--- src/rtl/tile_pkg.sv ---
`default_nettype none

package tile_pkg;

	//////////////////////////////////////////////////////////////////////
	// Pixel and tile types
	//////////////////////////////////////////////////////////////////////

	// Layer priority, zero never wins a merge
	typedef logic [2:0] pri_t;
	// Pixel code, one bit per plane
	typedef logic [2:0] code_t;
	typedef logic [7:0] attr_t;
	// Plane 0 in the low nibble, plane 2 in the high nibble
	typedef logic [11:0] pattern_t;
	// Attribute and code side by side
	typedef logic [10:0] palidx_t;
	typedef logic [15:0] underrun_t;

	localparam code_t TRANSPARENT_CODE = 3'd7;

	typedef struct packed {
		attr_t attr;
		pattern_t pattern;
	} tile_t;

	// All planes set, every pixel comes out transparent
	localparam tile_t TRANSPARENT_TILE = '{attr: '0, pattern: '1};

	// Chain pixel, load marks pixel 0 of a group
	typedef struct packed {
		logic load;
		logic valid;
		pri_t pri;
		attr_t attr;
		code_t code;
	} pix_t;

	// Enable in bit 3, priority in bits 2..0
	typedef struct packed {
		logic en;
		pri_t pri;
	} layer_cfg_t;

	//////////////////////////////////////////////////////////////////////
	// AXI4-Lite register map
	//////////////////////////////////////////////////////////////////////

	typedef logic [7:0] axil_addr_t;
	typedef logic [31:0] axil_data_t;
	typedef logic [3:0] axil_strb_t;
	typedef logic [1:0] axil_resp_t;

	localparam axil_resp_t RESP_OKAY = 2'b00;
	localparam axil_resp_t RESP_SLVERR = 2'b10;

	localparam axil_addr_t REG_CTRL = 8'h00;
	localparam axil_addr_t REG_BACKDROP = 8'h04;
	localparam axil_addr_t REG_UNDERRUN = 8'h08;
	// Layer k at base plus 4k
	localparam axil_addr_t REG_LAYER_BASE = 8'h10;

endpackage

`default_nettype wire

--- src/rtl/tile_fetch.sv ---
`timescale 1ns/1ps
`default_nettype none

module tile_fetch import tile_pkg::*; #(
	parameter int NUM_LAYERS = 2
) (
	input wire CLK_2H,
	input wire rst_n,
	input wire run,
	// One tile word per layer
	input wire tile_valid,
	input tile_t tile_in [NUM_LAYERS],
	output logic tile_ready,
	// Captured words shared by the chain
	output tile_t tiles [NUM_LAYERS],
	// Head of the chain
	output pix_t seed,
	output underrun_t underrun
);

	logic [1:0] phase_q;
	logic group_start;
	logic in_group;
	logic seed_load_q;
	logic seed_valid_q;

	// Group starts only on phase 0 with run set
	assign group_start = run && (phase_q == 2'd0);
	// A started group always runs its four pixels
	assign in_group = group_start || (phase_q != 2'd0);
	assign tile_ready = group_start;

	//////////////////////////////////////////////////////////////////////
	// Phase counter, seed strobes and underrun count
	//////////////////////////////////////////////////////////////////////

	always_ff @(posedge CLK_2H) begin
		if (!rst_n) begin
			phase_q <= 2'd0;
			seed_load_q <= 1'b0;
			seed_valid_q <= 1'b0;
			underrun <= '0;
		end else begin
			if (in_group) phase_q <= phase_q + 2'd1;
			// Load marks pixel 0 of the group
			seed_load_q <= group_start;
			seed_valid_q <= in_group;
			// Count a missing tile word and saturate at all ones
			if (group_start && !tile_valid && underrun != '1) begin
				underrun <= underrun + underrun_t'(1);
			end
		end
	end

	// Transparent fill replaces the tiles on underrun
	always_ff @(posedge CLK_2H) begin
		if (group_start) begin
			for (int k = 0; k < NUM_LAYERS; k++) begin
				tiles[k] <= tile_valid ? tile_in[k] : TRANSPARENT_TILE;
			end
		end
	end

	// Seed is a transparent pixel that loses every merge
	assign seed = '{
		load: seed_load_q,
		valid: seed_valid_q,
		pri: '0,
		attr: '0,
		code: TRANSPARENT_CODE
	};

	// Groups are four cycles apart
	a_ready_pulse: assert property (@(posedge CLK_2H) disable iff (!rst_n)
		tile_ready |=> !tile_ready)
		else $error("tile_ready high on two cycles in a row");

endmodule

`default_nettype wire

--- src/rtl/tile_layer.sv ---
`timescale 1ns/1ps
`default_nettype none

module tile_layer import tile_pkg::*; #(
	parameter int LAYER_INDEX = 0
) (
	input wire CLK_2H,
	input wire rst_n,
	input wire flip,
	input layer_cfg_t cfg,
	// Shared tile word, stable through the group
	input tile_t tile,
	input pix_t pix_in,
	output pix_t pix_out
);

	// Shift state for the rest of the group
	attr_t attr_q;
	pattern_t pat_q;

	attr_t cur_attr;
	pattern_t cur_pat;
	pattern_t nxt_pat;
	code_t code;
	logic take;

	// Registered chain pixel
	logic load_q;
	logic valid_q;
	pri_t out_pri;
	attr_t out_attr;
	code_t out_code;

	//////////////////////////////////////////////////////////////////////
	// Pixel select and merge
	//////////////////////////////////////////////////////////////////////

	always_comb begin
		// On load the first pixel comes straight from the tile word
		cur_attr = pix_in.load ? tile.attr : attr_q;
		cur_pat = pix_in.load ? tile.pattern : pat_q;
		code = '0;
		nxt_pat = '0;
		for (int p = 0; p < 3; p++) begin
			// Flip reads bit 0 and shifts right, else bit 3 and left
			code[p] = flip ? cur_pat[4 * p] : cur_pat[4 * p + 3];
			nxt_pat[4 * p +: 4] = flip ? {1'b0, cur_pat[4 * p + 1 +: 3]}
				: {cur_pat[4 * p +: 3], 1'b0};
		end
		// Strictly higher priority wins, ties stay with the lower layer
		take = cfg.en && (code != TRANSPARENT_CODE) && (cfg.pri > pix_in.pri);
	end

	// Shift registers
	always_ff @(posedge CLK_2H) begin
		attr_q <= cur_attr;
		pat_q <= nxt_pat;
	end

	// Strobes along the chain
	always_ff @(posedge CLK_2H) begin
		if (!rst_n) begin
			load_q <= 1'b0;
			valid_q <= 1'b0;
		end else begin
			load_q <= pix_in.load;
			valid_q <= pix_in.valid;
		end
	end

	// Winner payload
	always_ff @(posedge CLK_2H) begin
		if (take) begin
			out_pri <= cfg.pri;
			out_attr <= cur_attr;
			out_code <= code;
		end else begin
			out_pri <= pix_in.pri;
			out_attr <= pix_in.attr;
			out_code <= pix_in.code;
		end
	end

	assign pix_out = '{
		load: load_q,
		valid: valid_q,
		pri: out_pri,
		attr: out_attr,
		code: out_code
	};

	// Load every four cycles until the stream stops
	a_load_period: assert property (@(posedge CLK_2H) disable iff (!rst_n)
		pix_in.load |=> (!pix_in.load) [*3] ##1 (pix_in.load || !pix_in.valid))
		else $error("layer %0d: load strobe out of step", LAYER_INDEX);

endmodule

`default_nettype wire

--- src/rtl/tile_out.sv ---
`timescale 1ns/1ps
`default_nettype none

module tile_out import tile_pkg::*; (
	input wire CLK_2H,
	input wire rst_n,
	input palidx_t backdrop,
	// Pixel from the last layer
	input pix_t pix_in,
	output logic pix_valid,
	output palidx_t pix_index
);

	palidx_t index_d;

	//////////////////////////////////////////////////////////////////////
	// Palette index
	//////////////////////////////////////////////////////////////////////

	// Backdrop when every layer is transparent
	always_comb begin
		if (pix_in.code == TRANSPARENT_CODE) begin
			index_d = backdrop;
		end else begin
			index_d = {pix_in.attr, pix_in.code};
		end
	end

	// Valid flag
	always_ff @(posedge CLK_2H) begin
		if (!rst_n) begin
			pix_valid <= 1'b0;
		end else begin
			pix_valid <= pix_in.valid;
		end
	end

	// Index register
	always_ff @(posedge CLK_2H) begin
		pix_index <= index_d;
	end

endmodule

`default_nettype wire

--- src/rtl/tile_regs_axil.sv ---
`timescale 1ns/1ps
`default_nettype none

module tile_regs_axil import tile_pkg::*; #(
	parameter int NUM_LAYERS = 2
) (
	input wire CLK_2H,
	input wire rst_n,
	// Write address and data
	input axil_addr_t awaddr,
	input wire awvalid,
	output logic awready,
	input axil_data_t wdata,
	input axil_strb_t wstrb,
	input wire wvalid,
	output logic wready,
	// Write response
	output axil_resp_t bresp,
	output logic bvalid,
	input wire bready,
	// Read
	input axil_addr_t araddr,
	input wire arvalid,
	output logic arready,
	output axil_data_t rdata,
	output axil_resp_t rresp,
	output logic rvalid,
	input wire rready,
	// Control towards the pixel path
	output logic run,
	output logic flip,
	output palidx_t backdrop,
	output layer_cfg_t layer_cfg [NUM_LAYERS],
	input underrun_t underrun
);

	typedef enum logic [1:0] {W_IDLE, W_ACK, W_RESP} wr_state_e;
	typedef enum logic [1:0] {R_IDLE, R_ACK, R_DATA} rd_state_e;

	wr_state_e wr_state;
	rd_state_e rd_state;
	logic [NUM_LAYERS-1:0] wr_layer;
	logic wr_ok;
	logic rd_ok;
	axil_data_t rd_word;

	// Readies pulse in the ACK state, valids held in the response states
	assign awready = (wr_state == W_ACK);
	assign wready = (wr_state == W_ACK);
	assign bvalid = (wr_state == W_RESP);
	assign arready = (rd_state == R_ACK);
	assign rvalid = (rd_state == R_DATA);

	// Write decode, underrun is read only
	always_comb begin
		wr_layer = '0;
		for (int k = 0; k < NUM_LAYERS; k++) begin
			wr_layer[k] = (awaddr == REG_LAYER_BASE + axil_addr_t'(4 * k));
		end
		wr_ok = (awaddr == REG_CTRL) || (awaddr == REG_BACKDROP) || (|wr_layer);
	end

	// Read mux
	always_comb begin
		rd_word = '0;
		rd_ok = 1'b1;
		case (araddr)
			REG_CTRL: rd_word = {30'd0, flip, run};
			REG_BACKDROP: rd_word = {21'd0, backdrop};
			REG_UNDERRUN: rd_word = {16'd0, underrun};
			default: begin
				rd_ok = 1'b0;
				for (int k = 0; k < NUM_LAYERS; k++) begin
					if (araddr == REG_LAYER_BASE + axil_addr_t'(4 * k)) begin
						rd_word = {28'd0, layer_cfg[k]};
						rd_ok = 1'b1;
					end
				end
			end
		endcase
	end

	//////////////////////////////////////////////////////////////////////
	// Write channel
	//////////////////////////////////////////////////////////////////////

	always_ff @(posedge CLK_2H) begin
		if (!rst_n) begin
			wr_state <= W_IDLE;
			bresp <= RESP_OKAY;
			run <= 1'b0;
			flip <= 1'b0;
			backdrop <= '0;
			for (int k = 0; k < NUM_LAYERS; k++) begin
				layer_cfg[k] <= '0;
			end
		end else begin
			case (wr_state)
				// Wait for address and data together
				W_IDLE: if (awvalid && wvalid) wr_state <= W_ACK;
				W_ACK: begin
					wr_state <= W_RESP;
					bresp <= wr_ok ? RESP_OKAY : RESP_SLVERR;
					if (awaddr == REG_CTRL && wstrb[0]) begin
						run <= wdata[0];
						flip <= wdata[1];
					end
					if (awaddr == REG_BACKDROP) begin
						if (wstrb[0]) backdrop[7:0] <= wdata[7:0];
						if (wstrb[1]) backdrop[10:8] <= wdata[10:8];
					end
					for (int k = 0; k < NUM_LAYERS; k++) begin
						if (wr_layer[k] && wstrb[0]) layer_cfg[k] <= layer_cfg_t'(wdata[3:0]);
					end
				end
				W_RESP: if (bready) wr_state <= W_IDLE;
				default: wr_state <= W_IDLE;
			endcase
		end
	end

	//////////////////////////////////////////////////////////////////////
	// Read channel
	//////////////////////////////////////////////////////////////////////

	always_ff @(posedge CLK_2H) begin
		if (!rst_n) begin
			rd_state <= R_IDLE;
		end else begin
			case (rd_state)
				R_IDLE: if (arvalid) rd_state <= R_ACK;
				R_ACK: rd_state <= R_DATA;
				R_DATA: if (rready) rd_state <= R_IDLE;
				default: rd_state <= R_IDLE;
			endcase
		end
	end

	// Read data captured with the address handshake
	always_ff @(posedge CLK_2H) begin
		if (rd_state == R_ACK) begin
			rdata <= rd_word;
			rresp <= rd_ok ? RESP_OKAY : RESP_SLVERR;
		end
	end

	// Response held until the master takes it
	a_bvalid_hold: assert property (@(posedge CLK_2H) disable iff (!rst_n)
		bvalid && !bready |=> bvalid)
		else $error("bvalid dropped before bready");

	a_rdata_stable: assert property (@(posedge CLK_2H) disable iff (!rst_n)
		rvalid && !rready |=> rvalid && $stable(rdata))
		else $error("read data changed while rvalid held");

endmodule

`default_nettype wire

--- src/rtl/tile_top.sv ---
`timescale 1ns/1ps
`default_nettype none

module tile_top import tile_pkg::*; #(
	parameter int NUM_LAYERS = 2
) (
	input wire CLK_2H,
	input wire rst_n,
	// AXI4-Lite slave
	input axil_addr_t awaddr,
	input wire awvalid,
	output logic awready,
	input axil_data_t wdata,
	input axil_strb_t wstrb,
	input wire wvalid,
	output logic wready,
	output axil_resp_t bresp,
	output logic bvalid,
	input wire bready,
	input axil_addr_t araddr,
	input wire arvalid,
	output logic arready,
	output axil_data_t rdata,
	output axil_resp_t rresp,
	output logic rvalid,
	input wire rready,
	// Tile words in
	input wire tile_valid,
	input tile_t tile_in [NUM_LAYERS],
	output logic tile_ready,
	// Video out
	output logic pix_valid,
	output palidx_t pix_index
);

	logic run;
	logic flip;
	palidx_t backdrop;
	layer_cfg_t layer_cfg [NUM_LAYERS];
	underrun_t underrun;
	tile_t tiles [NUM_LAYERS];
	// Stage 0 is the seed, stage NUM_LAYERS feeds the output
	pix_t chain [NUM_LAYERS+1];

	// Tile words hold for one group only
	if (NUM_LAYERS < 1 || NUM_LAYERS > 4) begin : g_bad_layers
		$error("NUM_LAYERS must be 1 to 4");
	end

	//////////////////////////////////////////////////////////////////////
	// Registers and fetch
	//////////////////////////////////////////////////////////////////////

	tile_regs_axil #(.NUM_LAYERS(NUM_LAYERS)) i_regs (
		.CLK_2H(CLK_2H), .rst_n(rst_n),
		.awaddr(awaddr), .awvalid(awvalid), .awready(awready),
		.wdata(wdata), .wstrb(wstrb), .wvalid(wvalid), .wready(wready),
		.bresp(bresp), .bvalid(bvalid), .bready(bready),
		.araddr(araddr), .arvalid(arvalid), .arready(arready),
		.rdata(rdata), .rresp(rresp), .rvalid(rvalid), .rready(rready),
		.run(run), .flip(flip), .backdrop(backdrop),
		.layer_cfg(layer_cfg), .underrun(underrun)
	);

	tile_fetch #(.NUM_LAYERS(NUM_LAYERS)) i_fetch (
		.CLK_2H(CLK_2H), .rst_n(rst_n), .run(run),
		.tile_valid(tile_valid), .tile_in(tile_in), .tile_ready(tile_ready),
		.tiles(tiles), .seed(chain[0]), .underrun(underrun)
	);

	// Layer chain, one cycle per layer
	for (genvar k = 0; k < NUM_LAYERS; k++) begin : g_layer
		tile_layer #(.LAYER_INDEX(k)) i_layer (
			.CLK_2H(CLK_2H), .rst_n(rst_n), .flip(flip),
			.cfg(layer_cfg[k]), .tile(tiles[k]),
			.pix_in(chain[k]), .pix_out(chain[k+1])
		);
	end

	tile_out i_out (
		.CLK_2H(CLK_2H), .rst_n(rst_n), .backdrop(backdrop),
		.pix_in(chain[NUM_LAYERS]),
		.pix_valid(pix_valid), .pix_index(pix_index)
	);

endmodule

`default_nettype wire

--- config.mk ---
export PLATFORM = sky130hd
export DESIGN_NAME = tile_top
export DESIGN_NICKNAME = d
export VERILOG_FILES = /design/src/rtl/tile_pkg.sv /design/src/rtl/tile_fetch.sv /design/src/rtl/tile_layer.sv /design/src/rtl/tile_out.sv /design/src/rtl/tile_regs_axil.sv /design/src/rtl/tile_top.sv
export SDC_FILE = /design/constraint.sdc
export NUM_CORES = 1
export LEC_CHECK = 0
export ABC_AREA = 1
export BUFFER_PORTS_ARGS = -buffer_cell sky130_fd_sc_hd__buf_2
export CORE_ASPECT_RATIO = 1.1
export CORE_MARGIN = 2
export CORE_UTILIZATION = 59
export CTS_CLUSTER_DIAMETER = 80
export DETAILED_ROUTE_END_ITERATION = 6
export HOLD_SLACK_MARGIN = 0.06
export PLACE_DENSITY_LB_ADDON = 0.25
export SETUP_SLACK_MARGIN = 0.02
export SYNTH_ARGS = -nofsm -noshare
export SYNTH_HDL_FRONTEND = slang
export SYNTH_SLANG_ARGS = --single-unit
--- constraint.sdc ---
create_clock -name CLK_2H -period 4.7 [get_ports CLK_2H]
set_clock_uncertainty 0.2 [all_clocks]
set_input_delay 1.175 -clock CLK_2H [delete_from_list [all_inputs] [get_ports CLK_2H]]
set_output_delay 1.175 -clock CLK_2H [all_outputs]
set_load 0.01 [all_outputs]
Yosys cells after proc, flatten, opt, wreduce, memory -nomap -nowiden
Index checks and enable logic that the tools add are counted.
{"block": "op_classes", "addsub": 2, "multipliers": 0, "div_mod_pow": 0, "magnitude_cmp": 2, "eq_ne": 19, "shifts": 0, "n_mux": 33, "bitwise_logic": 0, "reduce_logical": 30}
{"op": "32-bit one-hot mux with 3 select lines", "n": 1}
{"op": "8-bit by 5-bit == test with 1-bit output, second input constant", "n": 4}
{"op": "12-bit 2-to-1 mux", "n": 2}
{"op": "8-bit 2-to-1 mux", "n": 3}
{"op": "3-bit 2-to-1 mux", "n": 7}
{"op": "16-bit by 1-bit adder with 16-bit output, second input constant", "n": 1}
{"op": "8-bit by 3-bit == test with 1-bit output, second input constant", "n": 2}
{"op": "8-bit logical NOT", "n": 2}
{"op": "16-bit != test, second input constant", "n": 1}
{"op": "2-bit 2-to-1 mux", "n": 6}
{"op": "2-bit one-hot mux with 3 select lines", "n": 2}
{"op": "1-bit logical AND", "n": 11}
{"op": "11-bit 2-to-1 mux", "n": 1}
{"op": "2-bit AND reduction", "n": 5}
{"op": "1-bit 2-to-1 mux", "n": 9}
{"op": "8-bit by 4-bit == test with 1-bit output, second input constant", "n": 1}
{"op": "4-bit 2-to-1 mux", "n": 2}
{"op": "2-bit logical NOT", "n": 3}
{"op": "2-bit by 1-bit != test with 1-bit output, second input constant", "n": 3}
{"op": "3-bit != test, second input constant", "n": 2}
{"op": "3-bit AND reduction", "n": 2}
{"op": "2-bit by 1-bit == test with 1-bit output, second input constant", "n": 2}
{"op": "2-bit == test, second input constant", "n": 2}
{"op": "3-bit == test, second input constant", "n": 1}
{"op": "other kinds (9)", "n": 11}
{"block": "totals", "reg_bits": 201, "latchBits": 0, "mem_bits_rw": 0, "mem_bits_ro": 0, "in_bits": 100, "n_memories": 0}

Longest topological paths before layout
Gate-level depths: netlist (run 1).
{"block": "logic_depth", "word_depth": 6, "depth_mapped": 10, "depth_no_buf": 9}

Cells and area by module
A second synthesis (run 1) with hierarchy kept.
{"block": "hier_totals", "cells_unflattened": 1033, "area_unflattened_um2": 8471.9}
{"mod": "tile_layer", "n_inst": 2, "cells_per_inst": 188, "area_each_um2": 1483.9}
{"mod": "tile_fetch", "n_inst": 1, "cells_per_inst": 284, "area_each_um2": 2726.4}
{"mod": "tile_regs_axil", "n_inst": 1, "cells_per_inst": 325, "area_each_um2": 2358.5}
{"mod": "tile_out", "n_inst": 1, "cells_per_inst": 48, "area_each_um2": 419.2}

Worst setup path before layout (run 1)
No wires, ideal clock.
{"block": "synth_path", "path_kind": "register to output", "from": "register i_fetch.phase_q[0]", "to": "output tile_ready", "t_arrival_ns": 1.445, "required_ns": 3.325, "path_slack_ns": 1.880, "stages_incl_launch_ff": 5, "n_path_buf": 0, "path_cell_list": "dfxtp_1 -> inv_1 -> ha_1 -> nand2_1 -> inv_1"}
{"block": "synth_between", "elab_chain_cells": 2}
{"element": "start, declared", "line": "tile_fetch.sv:21", "source": "logic [1:0] phase_q;"}
{"element": "start signal, assigned", "line": "tile_fetch.sv:44", "source": "if (in_group) phase_q <= phase_q + 2'd1;"}
{"element": "2-bit logical NOT", "line": "tile_fetch.sv:28", "source": "assign group_start = run && (phase_q == 2'd0);"}
{"element": "1-bit logical AND", "line": "tile_fetch.sv:28"}
{"element": "end, declared", "line": "tile_top.sv:30", "source": "output logic tile_ready,"}
No other way between the ends.

Worst setup path after layout (run 1)
Same ends and word-level chain as after synthesis.

==> impl_metrics.ini, run 1 <==
[worst_setup_path]
critical_register_to_register_path_endpoint = g_layer[1].i_layer.out_attr[6]$_DFF_P_
largest_driver_fanout_on_the_critical_path = 41
end_kind = output port
reg2reg_depth = 7
cp_data_arrival_time_ns = 1.81
reg2reg_from = g_layer[0].i_layer.load_q$_SDFF_PN0_
crit_type = reg2out
worst_ep_required_time_ns = 3.32
setup.worst_path.start_class = flop
r2r_slack_ns = 2.29

[drt]
postRouteAntennaNets = 0
detail_route.wl_per_cell_um = 12.2
drt-total-wl_um = 13700
vias_per_cell = 4.90
drtPass1Iterations = 4
detailedRoute.firstIterationViolations = 299
detailroute.via_count = 5493
drc = 0

[global_route]
antenna_violations_before_repair = 0
global_route.overflow_total = 0
first_global_vias = 5227
groute.usage.overall = 0.215
grt_pass1_wl_um = 23300
grt_start_max_net_pins = 42

[placed_design]
numPortBuffers = 112
dp.final_hpwl_um = 9820
placed_cells = 1090
gp_routability_congestion = 0.857

[floorplan]
initial_utilization = 0.610
fp.dieH_um = 122
placeable_core_region_mm2 = 0.0121
std_cell_rows = 42
floorplan.die_area_mm2 = 0.0135
dieWidth_um = 111
num_io_pins = 154

[cts]
deepest_clock_path_buffer_count = 2
clock_tree.htree_level_count = 4
tritoncts_clock_tree = yes
clkSlewWorstSetupHoldPaths_ns = 0.06
tritoncts_num_sinks = 183
cts_hold_repair.buffers = 0
cts_repair_resize_count = 0
clock_latency_on_the_worst_skew_pair_ns = 0.42
clockRootBuffer = sky130_fd_sc_hd__clkbuf_16
post-cts-setup-buffers = 0
numCtsBuffers = 17

[sta]
final_setup_vio_count = 0
fmax_mhz = 314
timing.final.max_slew_violations = 0
slew_headroom = 0.560
final_hold_viol_count = 0
setup_repair_after_global_routing_missed_its_margin = no
finalCritPeriodShare = 0.678
final.min_clock_period_ns = 3.18
totalNegativeSetupSlack_ns = 0
worst_slew_pin_slew_ns = 0.660

[synthesis]
synthTopCellsByArea = sky130_fd_sc_hd__dfxtp_1 (34%), sky130_fd_sc_hd__edfxtp_1 (23%), sky130_fd_sc_hd__nand2_1 (8.4%)
post_synth_mux_area_share = 0.0353
ys_seq_area_frac = 0.571
compound_gate_fraction_of_synth_area = 0.0699
synth_simple_gate_area_share = 0.211
synth_top_area_cell = sky130_fd_sc_hd__dfxtp_1
synth_top_family_by_area = simple AND/OR/NAND/NOR gates
synth_warnings = 0
number_of_distinct_library_cells_after_synthesis = 35
netlist_instances = 849
adder_cell_fraction_of_synth_area = 0.00844
yosysTopAreaCellShare = 0.340
postSynthRegisterBits = 183
yosys.area_share.xor_xnor = 0.00591
synthesis.area_mm2 = 0.00741
syn-mean-instance-area_um2 = 8.73

[worst_hold_path]
timing.hold.worst_endpoint = i_out.pix_valid$_SDFF_PN0_
hold_path.class = reg2reg
whs_path_depth = 2
startpoint_of_the_worst_hold_path = g_layer[1].i_layer.valid_q$_SDFF_PN0_

[final_layout]
multi_input_area_mm2 = 0.00251
num-nets-final = 1060
area_growth_pct = 15.2
filler_cell_count = 969
end_of_flow_core_utilization = 0.703
ff_latch_area_mm2 = 0.00423
num_antenna_cells = 0
final_layout_size_suffix_gt1_frac = 0.193
fin_cells = 1121

[power_and_ir_drop]
static_leakage_nw = 3.73
comb_power_share = 0.044
pwr_density_cell_mw_per_mm2 = 370
seq_power_share = 0.526
power_frac_clock = 0.430
net-switching-power_mw = 0.667
vdd_ir_drop_max_uv = 217
post-layout-total-power_mw = 3.16
p_sw_frac = 0.211
power.internal_mw = 2.49

[run]
drv_cap = 0

[run_status]
outcome = finished clean
[layout make-up]
cell class / instances / share of cell area
clock inverters: 12 / 0.0151
inverters: 114 / 0.0501
repair buffers: 118 / 0.0709
clock buffers: 19 / 0.0507
flip-flops and latches: 183 / 0.496
multi-input cells: 521 / 0.294
well taps: 154 / 0.0226
[per-layer routing]
| metal | track usage | vias up | share of wire |
|---|---|---|---|
| met5 | 0 | - | 0 |
| met4 | 0.0758 | 0 | 0.017 |
| met3 | 0.0473 | 21 | 0.048 |
| met2 | 0.385 | 141 | 0.50 |
| met1 | 0.257 | 2457 | 0.43 |
| li1 | - | 2874 | - |
[layout by cell type (no fill, tap or decap), drive strengths merged, types with 2 or more instances in the layout]
cell type	n
a21oi	20
buf	118
bufinv	2
clkbuf	19
clkinv	4
clkinvlp	4
conb	18
dfxtp	126
edfxtp	57
ha	5
inv	116
mux2	9
mux2i	16
nand2	167
nand3	43
nand3b	2
nand4	9
nor2	117
nor3	5
o21ai	69
o22ai	5
or2	26
xor2	5
[how the worst max path moves through the flow]
stage | end | cells after the start | slack, ns | startpoint
6_report | tile_ready | 6 | 1.52 | i_fetch.phase_q[0]$_SDFFE_PN0P_
5_1_grt | tile_ready | 6 | 1.37 | i_fetch.phase_q[0]$_SDFFE_PN0P_
4_1_cts | tile_ready | 6 | 1.49 | i_fetch.phase_q[0]$_SDFFE_PN0P_
3_5_place_dp | i_regs.rdata[0]$_DFFE_PP_ | 8 | 1.81 | araddr[1]
3_3_place_gp | i_regs.rdata[0]$_DFFE_PP_ | 8 | 1.81 | araddr[1]
2_1_floorplan | tile_ready | 4 | 1.88 | i_fetch.phase_q[0]$_SDFFE_PN0P_
[critical path, stage by stage, from the launching register on]
cell and delay (ns):
sky130_fd_sc_hd__dfxtp_1 0.31, sky130_fd_sc_hd__inv_1 0.07, sky130_fd_sc_hd__ha_1 0.17, sky130_fd_sc_hd__nand2_1 0.10, sky130_fd_sc_hd__inv_1 0.07, sky130_fd_sc_hd__buf_4 0.42
sky130_fd_sc_hd__buf_2 0.23
[sequential cells by signal (all words and copies together) (netlist names), 2 cells and up]
signal	count
i_fetch.tiles	40
g_layer.i_layer.pat_q	24
g_layer.i_layer.attr_q	16
g_layer.i_layer.out_attr	16
i_fetch.underrun	16
i_regs.rdata	16
i_out.pix_index	11
i_regs.backdrop	11
i_regs.layer_cfg	8
g_layer.i_layer.out_code	6
g_layer.i_layer.out_pri	3
g_layer.i_layer.valid_q	2
i_fetch.phase_q	2
i_regs.rd_state	2
i_regs.wr_state	2
[cell families (layout without fill, tap and decap cells)]
kind of cell | after synthesis | after routing
adders and majority gates | 5 | 5
muxes | 25 | 25
xor gates and xnor gates | 5 | 5
AOI/OAI and AO/OA | 99 | 99
DFF | 183 | 183
and+or+nand+nor | 369 | 369
buffers and inverters | 162 | 263
other | 1 | 18
[synth_stat cells, drive strengths merged]
cell	count
o21a	1
buf	35
conb	1
a21oi	20
edfxtp	57
nand3b	2
a31oi	1
nand4	9
clkbuf	13
o211ai	1
o22ai	5
mux2i	16
nor2	117
or2	26
mux2	9
xor2	5
nand2	167
nor3	5
ha	5
inv	114
dfxtp	126
o21ai	69
o31a	1
o31ai	1
nand3	43
[stage by stage]
| step | hold slack, ns | area [um2] | setup slack (ns) |
|---|---|---|---|
| 3_3_place_gp | 0.195 | 7970 | 1.81 |
| 4_1_cts | 0.218 | 8540 | 1.49 |
| 3_5_place_dp | 0.203 | 7970 | 1.81 |
| 2_1_floorplan | 0.190 | 7470 | 1.88 |
| 5_1_grt | 0.231 | 8540 | 1.37 |
| 6_report | 0.213 | 8540 | 1.52 |
[power groups by stage]
stage	logic (mW)	registers, mW	clock network, mW
after floorplan	0.0905	1.70	0
after global placement	0.135	1.69	0
after detailed placement	0.139	1.70	0
after CTS	0.139	1.66	1.37
after global routing	0.162	1.66	1.44
final	0.138	1.66	1.36
No activity file was read; power rests on OpenSTA's default activity.
==> inputs of run 2 (changes only) <==
Settings changed: CORE_UTILIZATION 59 to 49.
Clock period 4.7 ns to 2.9 ns, I/O delays scaled along.
==> run 2 against run 1 <==
  * Register-to-register slack got worse by 1.7 ns
  * Critical endpoint unchanged
  * Core utilization fell by 12 points
  * Critical path depth decreased by 1
  * Largest cell class unchanged
  * Highest routed layer unchanged
  * Routed wire length up 1.7%
==> impl_metrics.ini, run 2 (synthesis gave the netlist of run 1 again) <==
[sta]
fin_hold_ws_ns = 0.217
worst_slew_pin_slew_ns = 0.706
fmax_mhz = 429
final_setup_vio_count = 0
final_hold_viol_count = 0
totalNegativeSetupSlack_ns = 0
slew_headroom = 0.528
setup_repair_after_global_routing_missed_its_margin = no
finalCritPeriodShare = 0.803
timing.final.max_slew_violations = 0
postLayoutSetupSlackWorst_ns = 0.571
final.min_clock_period_ns = 2.33

[cts]
post-cts-setup-buffers = 0
tritoncts_clock_tree = yes
clkSlewWorstSetupHoldPaths_ns = 0.06
cts_repair_resize_count = 0
numCtsBuffers = 17
clockRootBuffer = sky130_fd_sc_hd__clkbuf_16
tritoncts_num_sinks = 183
clock_tree.htree_level_count = 4
clock_latency_on_the_worst_skew_pair_ns = 0.43
deepest_clock_path_buffer_count = 2
cts_hold_repair.buffers = 0

[final_layout]
fin_cells = 1169
layout.cells.most_common = sky130_fd_sc_hd__nand2_1
largest_register_ffs = 40
area_growth_pct = 16.7
final_layout_size_suffix_gt1_frac = 0.200
largestRegisters = i_fetch.tiles x40, g_layer.i_layer.pat_q x24
most_frequent_cells_in_the_layout = sky130_fd_sc_hd__nand2_1 (166), sky130_fd_sc_hd__dfxtp_1 (126), sky130_fd_sc_hd__inv_1 (114), sky130_fd_sc_hd__nor2_1 (114), sky130_fd_sc_hd__buf_2 (112)
largest-register = i_fetch.tiles
num-nets-final = 1065
num_antenna_cells = 0

[placed_design]
preCtsSetupSlack_ns = 0.498
gp_routability_congestion = 0.845
dp.final_hpwl_um = 10100
placed_cells = 1137
numPortBuffers = 112

[worst_setup_path]
r2r_slack_ns = 0.58
timing.critical_path.buf_inv = 3
largest_driver_fanout_on_the_critical_path = 3
slowest_stage = sky130_fd_sc_hd__dfxtp_1
critPathMostFrequentCell = sky130_fd_sc_hd__inv_1
critPathMaxStageDelay_ns = 0.33
crit_family = flip-flops
crit_type = reg2out
setup.worst_path.start_class = flop
crit_chain = inv_1 > ha_1 > nand2_1 > inv_1 > buf_2
cp_data_arrival_time_ns = 1.40
worst_ep_required_time_ns = 1.98
end_kind = output port

[power_and_ir_drop]
vdd_ir_drop_max_uv = 370
power.internal_mw = 4.09
pwr_density_cell_mw_per_mm2 = 598
post-layout-total-power_mw = 5.17
p_sw_frac = 0.210
power_frac_clock = 0.436
net-switching-power_mw = 1.08
comb_power_share = 0.044
seq_power_share = 0.520
static_leakage_nw = 3.78

[floorplan]
initial_utilization = 0.496
fp.dieH_um = 133
std_cell_rows = 47
placeable_core_region_mm2 = 0.0149
floorplan.die_area_mm2 = 0.0161
num_io_pins = 154
dieWidth_um = 121

[run]
drv_cap = 0

[global_route]
grt_start_max_net_pins = 41
met3_usage = 0.0392
groute.usage.overall = 0.180
grt_pass1_wl_um = 22900
first_global_vias = 4968
global_route.usage.met2 = 0.299
antenna_violations_before_repair = 0
met1_usage = 0.224
gr-max-usage-layer = met2
global_route.overflow_total = 0

[drt]
drtPass1Iterations = 5
drc = 0
detail_route.wl_per_cell_um = 11.9
detailroute.via_count = 5425
detailedRoute.firstIterationViolations = 315
drt-total-wl_um = 13900
vias_per_cell = 4.64
postRouteAntennaNets = 0

[worst_hold_path]
hold_path.class = reg2reg

[run_status]
outcome = finished clean
==> run 2: area by class of cell <==
cell class                 count  area, um2
clock buffer                  20        457
fill                        1409       6290
tap                          196        245
sequential                   183       4230
multi-input combinational    521       2510
inverter                     114        428
timing repair buffer         123        643
clock inverter                12        125
==> run 2: per-stage QoR <==
step,instance area (um2),utilization
after floorplan,7470,-
after global placement,8060,0.540
after detailed placement,8060,0.540
after CTS,8650,0.579
after global routing,8650,0.579
final,8650,0.579
==> run 2: final timing paths <==
kind,end,start,cells past startpoint
max reg2reg,g_layer[1].i_layer.out_attr[6]$_DFF_P_,g_layer[0].i_layer.load_q$_SDFF_PN0_,6
min,i_regs.wr_state[0]$_SDFFE_PN0P_,i_regs.wr_state[1]$_SDFFE_PN0P_,1
min reg2reg,i_regs.wr_state[0]$_SDFFE_PN0P_,i_regs.wr_state[1]$_SDFFE_PN0P_,1
max,tile_ready,i_fetch.phase_q[0]$_SDFFE_PN0P_,5
==> run 2: routing by layer <==
metal  part of all wire  wire [um]  up-vias
met1               0.46       6380     2410
met3              0.039        547       14
met4              0.018        251        0
met2               0.48       6750      120
met5                  0          0        -
li1                   -          -     2881
==> run 2: power groups by stage <==
stage	Clock, mW	Combinational [mW]	Sequential (mW)
4_1_cts	2.29	0.230	2.69
5_1_grt	2.40	0.262	2.69
2_1_floorplan	0	0.147	2.75
3_3_place_gp	0	0.224	2.75
6_report	2.25	0.227	2.69
3_5_place_dp	0	0.229	2.75
==> inputs of run 3 (changes only) <==
Clock period 2.9 ns to 2.1 ns, I/O delays scaled along.
==> run 3 against run 2 <==
  * Power rose by 38%
  * Critical endpoint unchanged
  * Design area rose by 2.5%
  * Sequential cell count did not move
  * Sequential power rose by 38%
==> impl_metrics.ini, run 3 (synthesis gave the netlist of run 1 again) <==
[placed_design]
gp_routability_congestion = 0.885
numPortBuffers = 112
preCtsSetupSlack_ns = 0.169
area_of_placed_instances_mm2 = 0.00824
dp.final_hpwl_um = 10400

[floorplan]
num_io_pins = 154
initial_utilization = 0.496
std_cell_rows = 47
dieWidth_um = 121
placeable_core_region_mm2 = 0.0149
floorplan.die_area_mm2 = 0.0161
fp.dieH_um = 133

[sta]
fmax_mhz = 498
final_setup_vio_count = 0
final_hold_viol_count = 0
postLayoutSetupSlackWorst_ns = 0.0930
finalCritPeriodShare = 0.956
final.min_clock_period_ns = 2.01
totalNegativeSetupSlack_ns = 0
timing.final.max_slew_violations = 0
slew_headroom = 0.647
setup_repair_after_global_routing_missed_its_margin = no
worst_slew_pin_slew_ns = 0.525

[power_and_ir_drop]
pwr_density_cell_mw_per_mm2 = 807
static_leakage_nw = 3.87
vdd_ir_drop_max_uv = 598

[final_layout]
num-nets-final = 1088
largestRegisters = i_fetch.tiles x40, g_layer.i_layer.pat_q x24
layout.cells.most_common = sky130_fd_sc_hd__nand2_1
ff_latch_area_mm2 = 0.00424
largest_register_ffs = 40
final_layout_size_suffix_gt1_frac = 0.228
filler_cell_count = 1369
most_frequent_cells_in_the_layout = sky130_fd_sc_hd__nand2_1 (165), sky130_fd_sc_hd__dfxtp_1 (124), sky130_fd_sc_hd__nor2_1 (113)
largest-register = i_fetch.tiles
postLayoutCellArea_mm2 = 0.00886
area_growth_pct = 19.6
multi_input_area_mm2 = 0.00254
num_antenna_cells = 0

[global_route]
first_global_vias = 5050
global_route.overflow_total = 0
grt_start_max_net_pins = 41
groute.usage.overall = 0.182
grt_pass1_wl_um = 23100
antenna_violations_before_repair = 0

[run]
drv_cap = 0

[worst_setup_path]
reg2reg_depth = 10
crit_type = reg2out
worst_ep_required_time_ns = 1.37
critPathMaxStageDelay_ns = 0.33
crit_chain = inv_2 > ha_4 > nand2_4 > clkinvlp_4 > buf_6
end_kind = output port
setup.worst_path.start_class = flop
timing.critical_path.buf_inv = 3
crit_family = flip-flops
largest_driver_fanout_on_the_critical_path = 2
slowest_stage = sky130_fd_sc_hd__dfxtp_1
cp.depth = 5
cp_data_arrival_time_ns = 1.28

[cts]
tritoncts_clock_tree = yes
clkSlewWorstSetupHoldPaths_ns = 0.07
clock_tree.htree_level_count = 4
tritoncts_num_sinks = 183
deepest_clock_path_buffer_count = 2
clock_latency_on_the_worst_skew_pair_ns = 0.43
clockRootBuffer = sky130_fd_sc_hd__clkbuf_16
numCtsBuffers = 17

[worst_hold_path]
hold_path.class = in2reg
whs_path_depth = 3

[drt]
detail_route.wl_per_cell_um = 11.8
detailedRoute.firstIterationViolations = 230
drc = 0
vias_per_cell = 4.63
drtPass1Iterations = 5
detailroute.via_count = 5519
postRouteAntennaNets = 0
drt-total-wl_um = 14100

[run_status]
outcome = finished clean
run 3: cell types whose count changed in the layout (fill, tap and decap cells not counted), sizes merged:
cell	previous run	this run
buf	123	146
clkbuf	20	17
clkinvlp	2	6
inv	116	115
run 3: layout make-up:
class,instances,area share
multi-input combinational,521,0.286
inverter,114,0.0487
tap,196,0.0277
sequential,183,0.478
clock inverter,15,0.0175
timing repair buffer,146,0.0941
clock buffer,17,0.0480
run 3: timing repair:
item                                   in CTS  in global routing
pin swaps                                   2                  0
hold buffers                                0                  0
buffers inserted                            1                  1
endpoints found under the hold margin       0                  0
gates resized for setup                     9                  1
setup endpoints to repair                   2                 12
run 3: through the flow:
| step | utilization | total power [mW] | hold WS (ns) | instances |
|---|---|---|---|---|
| floorplan | - | 4.00 | 0.190 | 866 |
| finish | 0.593 | 7.15 | 0.115 | 1192 |
| detailed placement | 0.552 | 4.11 | 0.203 | 1158 |
| global route | 0.593 | 7.43 | 0.0997 | 1192 |
| global placement | 0.552 | 4.10 | 0.202 | 1158 |
| CTS | 0.593 | 7.23 | 0.0944 | 1191 |
run 3: worst register-to-register path: cells and delay by family, from the launching register on:
kind | cells | cell delay, ns
compound gates | 1 | 0.12
fa+ha+maj | 1 | 0.15
buf+inv | 4 | 0.53
flops | 1 | 0.31
simple gates | 4 | 0.55
run 3: worst paths after layout:
kind	from	to	slack [ns]
worst min-delay path	arvalid	i_regs.rd_state[0]$_SDFFE_PN0P_	0.11
worst max-delay path	i_fetch.phase_q[1]$_SDFFE_PN0P_	tile_ready	0.09
worst max register to register	i_fetch.phase_q[1]$_SDFFE_PN0P_	i_fetch.underrun[10]$_SDFFE_PN0P_	0.18
worst min register to register	g_layer[0].i_layer.valid_q$_SDFF_PN0_	g_layer[1].i_layer.valid_q$_SDFF_PN0_	0.22
run 3: report_power, final:
| part | switching (mW) | internal [mW] |
|---|---|---|
| registers | 0.0202 | 3.70 |
| clock network | 1.33 | 1.75 |
| logic | 0.194 | 0.155 |
run 3: routing by layer:
layer,global-route usage,share of wire,up-vias
li1,-,-,2934
met1,0.218,0.44,2448
met2,0.318,0.50,120
met3,0.0461,0.042,17
met4,0.0626,0.012,0
met5,0,0,-
